$ cat config.mk
export PLATFORM = sky130hd
export DESIGN_NAME = spi_ctrl_top
export DESIGN_NICKNAME = d
export VERILOG_FILES = /design/src/spi_pkg.sv /design/src/spi_chan_if.sv /design/src/spi_cmd_queue.sv /design/src/spi_frame_engine.sv /design/src/spi_read_out.sv /design/src/spi_ctrl_top.sv
export SDC_FILE = /design/constraint.sdc
export NUM_CORES = 1
export LEC_CHECK = 0
export BUFFER_PORTS_ARGS = -buffer_cell sky130_fd_sc_hd__buf_4
export CORE_MARGIN = 2
export CORE_UTILIZATION = 45
export DETAILED_ROUTE_END_ITERATION = 10
export GPL_TIMING_DRIVEN = 0
export SLEW_MARGIN = 20
export SYNTH_ARGS = -nofsm -noshare
export SYNTH_HDL_FRONTEND = slang
export SYNTH_SLANG_ARGS = --single-unit
$ cat constraint.sdc
create_clock -name clk -period 4.7 [get_ports clk]
set_clock_uncertainty 0.15 [all_clocks]
set_input_delay 0.94 -clock clk [delete_from_list [all_inputs] [get_ports clk]]
set_output_delay 0.94 -clock clk [all_outputs]
set_load 0.02 [all_outputs]
$ cat src/spi_pkg.sv
package spi_pkg;

  // register access word layout
  localparam int ADDR_W     = 3;
  localparam int DATA_W     = 8;
  localparam int FRAME_BITS = 1 + ADDR_W + DATA_W;  // write flag, addr, data
  localparam int HEAD_BITS  = 1 + ADDR_W;           // read frame: flag + addr only

  // sclk = clk / (2 * HALF_PERIOD)
  localparam int HALF_PERIOD = 4;
  localparam int HP_CNT_W    = $clog2(2 * HALF_PERIOD);
  localparam int BIT_CNT_W   = $clog2(FRAME_BITS);

  // command queue
  localparam int CMD_DEPTH = 4;
  localparam int PTR_W     = $clog2(CMD_DEPTH);
  localparam int CNT_W     = $clog2(CMD_DEPTH + 1);

  typedef enum logic {
    OP_READ  = 1'b0,
    OP_WRITE = 1'b1
  } spi_op_e;

  typedef enum logic [1:0] {
    IDLE,
    SHIFT,
    GAP,
    DELIVER
  } spi_state_e;

endpackage

$ cat src/spi_chan_if.sv
`timescale 1ns/1ps

// queue -> frame engine
interface cmd_if import spi_pkg::*; ();
  logic              valid;
  logic              ready;
  spi_op_e           op;
  logic [ADDR_W-1:0] addr;
  logic [DATA_W-1:0] wdata;

  modport source (
    output valid,
    output op,
    output addr,
    output wdata,
    input  ready
  );

  modport sink (
    input  valid,
    input  op,
    input  addr,
    input  wdata,
    output ready
  );
endinterface

// frame engine -> read-out register
interface rd_if import spi_pkg::*; ();
  logic              valid;
  logic              ready;
  logic [ADDR_W-1:0] addr;
  logic [DATA_W-1:0] data;

  modport source (
    output valid,
    output addr,
    output data,
    input  ready
  );

  modport sink (
    input  valid,
    input  addr,
    input  data,
    output ready
  );
endinterface

$ cat src/spi_cmd_queue.sv
`timescale 1ns/1ps

module spi_cmd_queue import spi_pkg::*; (
  input  logic              clk,
  input  logic              rst_n,
  input  logic              in_valid,
  output logic              in_ready,
  input  spi_op_e           in_op,
  input  logic [ADDR_W-1:0] in_addr,
  input  logic [DATA_W-1:0] in_wdata,
  cmd_if.source             cmd
);

  spi_op_e           op_mem    [CMD_DEPTH];
  logic [ADDR_W-1:0] addr_mem  [CMD_DEPTH];
  logic [DATA_W-1:0] wdata_mem [CMD_DEPTH];

  logic [PTR_W-1:0] wr_ptr;
  logic [PTR_W-1:0] rd_ptr;
  logic [CNT_W-1:0] count;
  logic             push;
  logic             pop;

  assign in_ready = (count != CNT_W'(CMD_DEPTH));
  assign push     = in_valid && in_ready;
  assign pop      = cmd.valid && cmd.ready;

  // oldest entry, stable until popped
  assign cmd.valid = (count != '0);
  assign cmd.op    = op_mem[rd_ptr];
  assign cmd.addr  = addr_mem[rd_ptr];
  assign cmd.wdata = wdata_mem[rd_ptr];

  always_ff @(posedge clk)
  begin
    if (push)
    begin
      op_mem[wr_ptr]    <= in_op;
      addr_mem[wr_ptr]  <= in_addr;
      wdata_mem[wr_ptr] <= in_wdata;
    end
  end

  always_ff @(posedge clk or negedge rst_n)
  begin
    if (!rst_n)
    begin
      wr_ptr <= '0;
      rd_ptr <= '0;
      count  <= '0;
    end
    else
    begin
      if (push)
        wr_ptr <= (wr_ptr == PTR_W'(CMD_DEPTH - 1)) ? '0 : wr_ptr + 1'b1;
      if (pop)
        rd_ptr <= (rd_ptr == PTR_W'(CMD_DEPTH - 1)) ? '0 : rd_ptr + 1'b1;
      if (push && !pop)
        count <= count + 1'b1;
      else if (pop && !push)
        count <= count - 1'b1;
    end
  end

endmodule

$ cat src/spi_frame_engine.sv
`timescale 1ns/1ps

module spi_frame_engine import spi_pkg::*; (
  input  logic clk,
  input  logic rst_n,
  cmd_if.sink  cmd,
  rd_if.source rd,
  output logic sclk,
  output logic cs_n,
  output logic mosi,
  input  logic miso
);

  spi_state_e state;
  spi_state_e state_nxt;

  logic [HP_CNT_W-1:0]   hp_cnt;
  logic [BIT_CNT_W-1:0]  bit_cnt;
  logic [FRAME_BITS-1:0] sreg;     // out at msb, miso in at lsb
  logic [ADDR_W-1:0]     addr_q;
  spi_op_e               op_q;

  logic start;
  logic half_tick;
  logic rise;
  logic fall;
  logic last_bit;
  logic gap_done;
  logic capture;
  logic in_bit;

  assign start     = cmd.valid && cmd.ready;
  assign half_tick = (state == SHIFT) && (hp_cnt == HP_CNT_W'(HALF_PERIOD - 1));
  assign rise      = half_tick && !sclk;
  assign fall      = half_tick && sclk;
  assign last_bit  = (bit_cnt == BIT_CNT_W'(FRAME_BITS - 1));
  assign gap_done  = (state == GAP) && (hp_cnt == HP_CNT_W'(2 * HALF_PERIOD - 1));

  // read data phase starts once flag and address are out
  assign capture = (op_q == OP_READ) && (bit_cnt >= BIT_CNT_W'(HEAD_BITS));
  assign in_bit  = capture ? miso : 1'b0;

  assign cmd.ready = (state == IDLE);
  assign rd.valid  = (state == DELIVER);
  assign rd.addr   = addr_q;
  assign rd.data   = sreg[DATA_W-1:0];

  always_comb
  begin
    state_nxt = state;
    case (state)
      IDLE:
      begin
        if (cmd.valid)
          state_nxt = SHIFT;
      end
      SHIFT:
      begin
        if (fall && last_bit)
          state_nxt = GAP;
      end
      GAP:
      begin
        if (gap_done)
          state_nxt = (op_q == OP_READ) ? DELIVER : IDLE;
      end
      DELIVER:
      begin
        if (rd.ready)
          state_nxt = IDLE;
      end
      default:
        state_nxt = IDLE;
    endcase
  end

  always_ff @(posedge clk or negedge rst_n)
  begin
    if (!rst_n)
    begin
      state   <= IDLE;
      hp_cnt  <= '0;
      bit_cnt <= '0;
      sclk    <= 1'b0;
      cs_n    <= 1'b1;
      mosi    <= 1'b0;
    end
    else
    begin
      state <= state_nxt;

      // half period timer, reused to time the gap
      if (half_tick || gap_done || (state != SHIFT && state != GAP))
        hp_cnt <= '0;
      else
        hp_cnt <= hp_cnt + 1'b1;

      if (start)
      begin
        cs_n    <= 1'b0;
        bit_cnt <= '0;
        mosi    <= (cmd.op == OP_WRITE); // first bit ready before first rise
      end

      if (half_tick)
        sclk <= ~sclk;

      if (fall)
      begin
        if (last_bit)
        begin
          cs_n <= 1'b1;
          mosi <= 1'b0;
        end
        else
        begin
          bit_cnt <= bit_cnt + 1'b1;
          mosi    <= sreg[FRAME_BITS-1]; // already shifted on the rise
        end
      end
    end
  end

  always_ff @(posedge clk)
  begin
    if (start)
    begin
      op_q   <= cmd.op;
      addr_q <= cmd.addr;
      // data bits of a read go out as zeros
      sreg   <= {cmd.op == OP_WRITE, cmd.addr,
                 (cmd.op == OP_WRITE) ? cmd.wdata : {DATA_W{1'b0}}};
    end
    else if (rise)
    begin
      sreg <= {sreg[FRAME_BITS-2:0], in_bit};
    end
  end

endmodule

$ cat src/spi_read_out.sv
`timescale 1ns/1ps

module spi_read_out import spi_pkg::*; (
  input  logic              clk,
  input  logic              rst_n,
  rd_if.sink                rd,
  output logic              out_valid,
  input  logic              out_ready,
  output logic [ADDR_W-1:0] out_addr,
  output logic [DATA_W-1:0] out_data
);

  logic              full;
  logic [ADDR_W-1:0] addr_q;
  logic [DATA_W-1:0] data_q;
  logic              load;

  // accept when empty or when the host drains this cycle
  assign rd.ready = !full || out_ready;
  assign load     = rd.valid && rd.ready;

  assign out_valid = full;
  assign out_addr  = addr_q;
  assign out_data  = data_q;

  always_ff @(posedge clk or negedge rst_n)
  begin
    if (!rst_n)
      full <= 1'b0;
    else if (load)
      full <= 1'b1;
    else if (out_ready)
      full <= 1'b0;
  end

  always_ff @(posedge clk)
  begin
    if (load)
    begin
      addr_q <= rd.addr;
      data_q <= rd.data;
    end
  end

endmodule

$ cat src/spi_ctrl_top.sv
`timescale 1ns/1ps

module spi_ctrl_top import spi_pkg::*; (
  input  logic              clk,
  input  logic              rst_n,
  input  logic              cmd_valid,
  output logic              cmd_ready,
  input  logic              cmd_write,
  input  logic [ADDR_W-1:0] cmd_addr,
  input  logic [DATA_W-1:0] cmd_wdata,
  output logic              sclk,
  output logic              cs_n,
  output logic              mosi,
  input  logic              miso,
  output logic              rd_valid,
  input  logic              rd_ready,
  output logic [ADDR_W-1:0] rd_addr,
  output logic [DATA_W-1:0] rd_data
);

  spi_op_e host_op;

  cmd_if cmd_ch ();
  rd_if  rd_ch ();

  assign host_op = cmd_write ? OP_WRITE : OP_READ;

  spi_cmd_queue u_queue (
    .clk      (clk),
    .rst_n    (rst_n),
    .in_valid (cmd_valid),
    .in_ready (cmd_ready),
    .in_op    (host_op),
    .in_addr  (cmd_addr),
    .in_wdata (cmd_wdata),
    .cmd      (cmd_ch.source)
  );

  spi_frame_engine u_engine (
    .clk   (clk),
    .rst_n (rst_n),
    .cmd   (cmd_ch.sink),
    .rd    (rd_ch.source),
    .sclk  (sclk),
    .cs_n  (cs_n),
    .mosi  (mosi),
    .miso  (miso)
  );

  spi_read_out u_read_out (
    .clk       (clk),
    .rst_n     (rst_n),
    .rd        (rd_ch.sink),
    .out_valid (rd_valid),
    .out_ready (rd_ready),
    .out_addr  (rd_addr),
    .out_data  (rd_data)
  );

endmodule

==> results of run 1 <==
## per-stage QoR
| stage | util (%) | worst slack (ns) | instance area, µm² | cells |
|---|---|---|---|---|
| floorplan | - | 2.384 | 3880 | 238 |
| global placement | 51.23 | 1.935 | 4252 | 375 |
| detailed placement | 51.32 | 2.117 | 4259 | 376 |
| CTS | 53.67 | 2.101 | 4454 | 392 |
| global route | 53.67 | 1.896 | 4454 | 392 |
| finish | 53.67 | 2.101 | 4454 | 392 |
## worst reg2reg max path, stage by stage, from the launching register on
cell and delay [ns]:
dfrtp_1 0.44, inv_1 0.14, ha_1 0.18, nor2b_4 0.29, inv_2 0.10, buf_2 0.20, ha_1 0.23, inv_1 0.08
fa_1 0.41, mux2_2 0.27
## cell families (layout without fill, tap and decap cells)
family / after synthesis / in the layout / share of synthesized area, %
compound gates: 26 / 26 / 3.999
xor+xnor: 5 / 5 / 1.129
fa+ha+maj: 16 / 16 / 5.353
buf+inv: 20 / 69 / 2.709
flops: 95 / 95 / 70.98
mux: 19 / 19 / 8.965
simple gates: 57 / 57 / 6.869
## registers in the layout, summed over array words and instances (netlist names), 4 cells and up
name	flops
u_read_out.out_data	8
u_queue.op_mem	4
u_queue.addr_mem	12
u_engine.bit_cnt	4
u_queue.wdata_mem	32
u_engine.sreg	12
## area by class of cell
type / instances / area (µm²) / share of cell area (%)
Clock inverter: 6 / 67.56 / 1.517
Tap cell: 105 / 131.4 / 2.949
Sequential cell: 95 / 2754 / 61.83
Timing Repair Buffer: 33 / 247.7 / 5.562
Multi-Input combinational cell: 123 / 1021 / 22.92
Clock buffer: 10 / 127.6 / 2.865
Inverter: 12 / 45.04 / 1.011
Buffer: 8 / 60.06 / 1.348
## layer usage
layer / vias to the layer above / track usage [%] / share of wire (%)
met5: - / 0 / 0
met4: 0 / 5.634 / 2.0
met3: 11 / 3.974 / 3.6
met2: 37 / 26.39 / 51
met1: 1035 / 19.35 / 43
li1: 971 / - / -
## final timing paths
kind,from,end,slack [ns]
worst max-delay path,u_engine.state[0],u_queue.count[1],2.10
worst min-delay path,u_engine.rd.addr[2],u_read_out.out_addr[2],0.28
worst max register to register,u_engine.state[0],u_queue.count[1],2.10
worst min register to register,u_engine.rd.addr[2],u_read_out.out_addr[2],0.28
max in group asynchronous,rst_n,u_engine.cs_n,3.83
min in group asynchronous,rst_n,u_read_out.out_valid,0.29
## layout by cell type, fill, tap and decap left out, drive strengths merged, types with 2 or more instances in the layout
| cell type | count |
|---|---|
| edfxtp | 75 |
| buf | 40 |
| nand2 | 33 |
| dfrtp | 19 |
| ha | 15 |
| inv | 14 |
| mux4 | 12 |
| o21ai | 12 |
| clkbuf | 11 |
| and3 | 6 |
| nor2 | 6 |
| mux2 | 6 |
| nand3 | 5 |
| a21oi | 5 |
| xor2 | 3 |
| and2 | 2 |
| a2bb2oi | 2 |
| a31oi | 2 |
| xnor2 | 2 |
| nor3 | 2 |
| clkinv | 2 |
## where the power goes
part | switching, mW | internal, mW | leakage, nW
logic | 0.128 | 0.0931 | 0.669
registers | 0.0454 | 1.02 | 0.924
clock network | 0.281 | 0.249 | 0.0949
total | 0.454 | 1.36 | 1.69
==> run_results.csv, run 1 <==
group,metric,value,unit
synthesis,synth_edf_count,75,
clocking,root_buffer,"clkbuf_8",
power_and_ir_drop,ir_drop,0.0002169,V
die,coreArea,0.008299,mm²
global_route,grt_pass1_vias,2136,
die,die_w,96.86,µm
synthesis,synth_commonest_cells,"75 x edfxtp_1, 32 x nand2_1, 19 x dfrtp_1",
synthesis,seq_area_frac_synth,70.98,%
sta,timing.fmax,0.3848,GHz
critical_path,rr_worst_depth,9,
clocking,cts_max_level,3,
sta,fin_crit_sh,55.29,%
worst_hold_path,hold_path.class,"reg2reg",
sta,setup_viol_count_final,0,
clocking,postCtsHoldBufs,0,
global_route,grt_use_total,15.56,%
synthesis,yosysTopAreaCell,"edfxtp_1",
clocking,clk_latency,0.36,ns
clocking,clk_path_buf_depth,2,
sta,fin_tns_setup,0,ns
final_layout,drive_above_1_share,26.83,%
synthesis,synthDominantCellAreaShare,58.05,%
final_layout,syn_to_final_growth,14.80,%
clocking,cts_tree,"yes",
placement,place_congestion,0.7308,
power_and_ir_drop,cellPowerDensity,407.9,mW/mm²
sta,slew_viol_final,0,
global_route,grt_max_degree,21,
clocking,cts.sinks,95,
critical_path,critPathMaxFanout,10,
placement,place_hpwl,4.550,mm
route,avgRoutedWirePerCell,17.11,µm
power_and_ir_drop,p_total,1.817,mW
sta,rsz0062_at_grt,"false",
die,die_area,0.009381,mm²
sta,finalHoldViolCount,0,
outcome,status,"finished clean",
die,rows,33,
synthesis,avgSynthCellArea,16.30,µm²
global_route,antenna_found_initial,0,
critical_path,worstPathCellList,"inv_1 > ha_1 > nor2b_4 > inv_2 > buf_2 > ha_1 > inv_1 > fa_1 > mux2_2",
route,drt_pass1_iterations,4,
clocking,post-cts-setup-buffers,0,
synthesis,yosysUniqueCellTypes,37,
final_layout,num_antenna_cells,0,
clocking,numCtsBuffers,9,
route,ant_nets,0,
placement,port_buffers,32,
critical_path,critPathRequiredTime,4.79,ns
critical_path,crit_family,"adder cells",
critical_path,cpPeakStageDelay,0.44,ns
die,start_util,46.75,%
critical_path,crit_type,"reg2reg",
power_and_ir_drop,leakagePower,1.688,nW
job,drv_cap,0,
route,num_vias,2054,
synthesis,yosysMostFrequentCell,"edfxtp_1",
global_route,grt_overflow,0,
route,via_per_inst,5.240,
sta,worst-slew-pin-transition,0.7180,ns
clocking,cts_resized,0,
final_layout,nFillCells,699,
route,drc,0,
final_layout,nets,315,
die,io_pins,33,
synthesis,netlist_instances,238,
critical_path,critPathBufInv,4,
synthesis,async_reset_ff_share,21.05,%
sta,min_period,2.599,ns
global_route,grt_pass1_wl,11.09,mm
critical_path,critPathLaunchType,"flip-flop",
worst_hold_path,min_path_cells,0,
synthesis,synth_nets,271,
sta,slew_headroom,52.13,%
die,die_h,96.86,µm
route,drtIter0Drc,75,
synthesis,synthFlopType,"edfxtp_1",
critical_path,cp_num_cells,9,
critical_path,arrival,2.69,ns
synthesis,ys_warn_count,0,
critical_path,critPathSlowestCell,"dfrtp_1",
synthesis,syn-cell-area,0.003880,mm²
clocking,path_clk_slew,0.10,ns
synthesis,synth_seq_cells,95,
sta,hold-worst-slack,0.2786,ns
synthesis,synth.area.top_cells,"edfxtp_1 58%, dfrtp_1 12%, mux4_2 7.0%, ha_1 4.8%, nand2_1 3.1%",
route,wl,6.709,mm
critical_path,end_kind,"flip-flop",
(Power assumes the default switching activity.)
==> run 2: changes to the inputs <==
==> constraint.sdc (replaced) <==
create_clock -name clk -period 2.56 [get_ports clk]
set_clock_uncertainty 0.15 [all_clocks]
set_input_delay 0.512 -clock clk [delete_from_list [all_inputs] [get_ports clk]]
set_output_delay 0.512 -clock clk [all_outputs]
set_load 0.02 [all_outputs]
==> run_results.csv, run 2 (synthesis results as in run 1) <==
group,metric,value,unit
critical_path,critPathMaxFanout,13,
outcome,status,"finished clean",
route,wl,6.722,mm
final_layout,nets,316,
die,die_w,96.86,µm
die,die_h,96.86,µm
route,ant_nets,0,
global_route,grt_max_degree,21,
global_route,busiest_layer,"met2",
clocking,root_buffer,"clkbuf_8",
final_layout,nFillCells,698,
sta,min_period,2.366,ns
final_layout,largest_reg_flops,32,
global_route,grt_pass1_wl,11.11,mm
global_route,grt_overflow,0,
worst_hold_path,hold_path.class,"in2reg",
power_and_ir_drop,cellPowerDensity,748.1,mW/mm²
sta,hold-worst-slack,0.2022,ns
sta,timing.fmax,0.4226,GHz
critical_path,end_kind,"flip-flop",
clocking,path_clk_slew,0.10,ns
clocking,cts.sinks,95,
final_layout,final_cell_mix,"75 x edfxtp_1, 35 x buf_4, 32 x nand2_1",
placement,placed_cells,376,
global_route,use_met3,3.902,%
clocking,cts_max_level,3,
final_layout,final_cells,393,
sta,rsz0062_at_grt,"false",
power_and_ir_drop,p_total,3.344,mW
route,num_vias,2032,
die,coreArea,0.008299,mm²
sta,fin_crit_sh,92.44,%
die,start_util,46.75,%
global_route,antenna_found_initial,0,
power_and_ir_drop,ir_drop,0.0003979,V
clocking,cts_tree,"yes",
clocking,numCtsBuffers,9,
global_route,grt_pass1_vias,2134,
clocking,clk_path_buf_depth,2,
final_layout,drive_above_1_share,26.74,%
critical_path,critPathLaunchType,"flip-flop",
route,drtIter0Drc,98,
sta,worst-slew-pin-transition,0.7192,ns
placement,place_hpwl,4.550,mm
die,die_area,0.009381,mm²
route,drc,0,
critical_path,crit_type,"reg2reg",
critical_path,arrival,2.50,ns
global_route,grt_use_met1,19.40,%
sta,fin_ws,0.1936,ns
sta,fin_tns_setup,0,ns
placement,place_congestion,0.7308,
sta,setup_viol_count_final,0,
final_layout,syn_to_final_growth,15.19,%
final_layout,regMostFlops,"u_queue.wdata_mem",
global_route,grt_use_total,15.59,%
route,via_per_inst,5.170,
final_layout,num_antenna_cells,0,
route,drt_pass1_iterations,4,
final_layout,layout_commonest_cell,"edfxtp_1",
placement,port_buffers,32,
sta,finalHoldViolCount,0,
sta,slew_viol_final,0,
sta,slew_headroom,52.05,%
final_layout,top_regs,"u_queue.wdata_mem: 32 flops, u_engine.sreg: 12 flops, u_queue.addr_mem: 12 flops",
critical_path,critPathRequiredTime,2.69,ns
die,io_pins,33,
power_and_ir_drop,leakagePower,1.696,nW
placement,dpl_worst_slack,-0.02279,ns
job,drv_cap,0,
global_route,met2_usage,26.50,%
die,rows,33,
route,avgRoutedWirePerCell,17.10,µm
clocking,clk_latency,0.36,ns
-- run 2: cell types whose count changed in the layout (fill, tap and decap cells not counted) --
cell / before / now
buf_2: 3 / 2
buf_4: 34 / 35
dlygate4sd3_1: 0 / 1
inv_2: 1 / 0
inv_4: 0 / 1
-- run 2: area by class of cell --
class                           count  area (µm²)  share of cell area [%]
Timing Repair Buffer               35       265.3                   5.935
Tap cell                          105       131.4                   2.940
Sequential cell                    95        2754                   61.62
Clock inverter                      6       67.56                   1.512
Buffer                              7       55.05                   1.232
Clock buffer                       10       127.6                   2.856
Multi-Input combinational cell    123        1021                   22.84
Inverter                           12       47.55                   1.064
-- run 2: what timing repair did --
item                                   CTS  global route
endpoints found under the hold margin   19             0
pin swaps                                0             0
gates resized for setup                  0             1
hold buffers                             1             0
cloned                                   0             0
setup endpoints to repair                2             2
setup buffers                            1             0
-- run 2: per-stage QoR --
| stage | instance area [µm²] | utilization [%] |
|---|---|---|
| detailed placement | 4259 | 51.32 |
| global route | 4469 | 53.85 |
| floorplan | 3880 | - |
| CTS | 4472 | 53.88 |
| finish | 4469 | 53.85 |
| global placement | 4252 | 51.23 |
-- run 2: worst paths after layout --
kind | from | to | slack [ns] | cells past startpoint
min in group asynchronous | rst_n | u_read_out.out_valid | 0.41 | 2
max | u_engine.state[0] | u_queue.count[2] | 0.19 | 10
max in group asynchronous | rst_n | u_engine.cs_n | 1.57 | 2
min | cmd_wdata[4] | u_queue.wdata_mem[0][4] | 0.20 | 1
min reg2reg | u_engine.rd.addr[0] | u_read_out.out_addr[0] | 0.28 | 0
max reg2reg | u_engine.state[0] | u_queue.count[2] | 0.19 | 10
-- run 2: per-layer routing --
| layer | up-vias | wire length (µm) |
|---|---|---|
| li1 | 973 | - |
| met1 | 1011 | 2888 |
| met2 | 37 | 3465 |
| met3 | 11 | 238 |
| met4 | 0 | 130 |
| met5 | - | 0 |
-- run 2: where the power goes --
| part | leakage (nW) | switching [mW] | internal, mW |
|---|---|---|---|
| Clock | 0.0949 | 0.521 | 0.458 |
| Combinational | 0.677 | 0.235 | 0.172 |
| Sequential | 0.924 | 0.0827 | 1.87 |
| Total | 1.70 | 0.839 | 2.50 |
-- run 2: worst max-delay path: stages (launching register included) --
cell and delay (ns):
dfrtp_1 0.43, inv_1 0.11, ha_1 0.22, nor2b_4 0.14, inv_4 0.14, ha_1 0.21, inv_1 0.07, fa_1 0.38
xor2_1 0.17, nor2_1 0.11, xor2_1 0.15
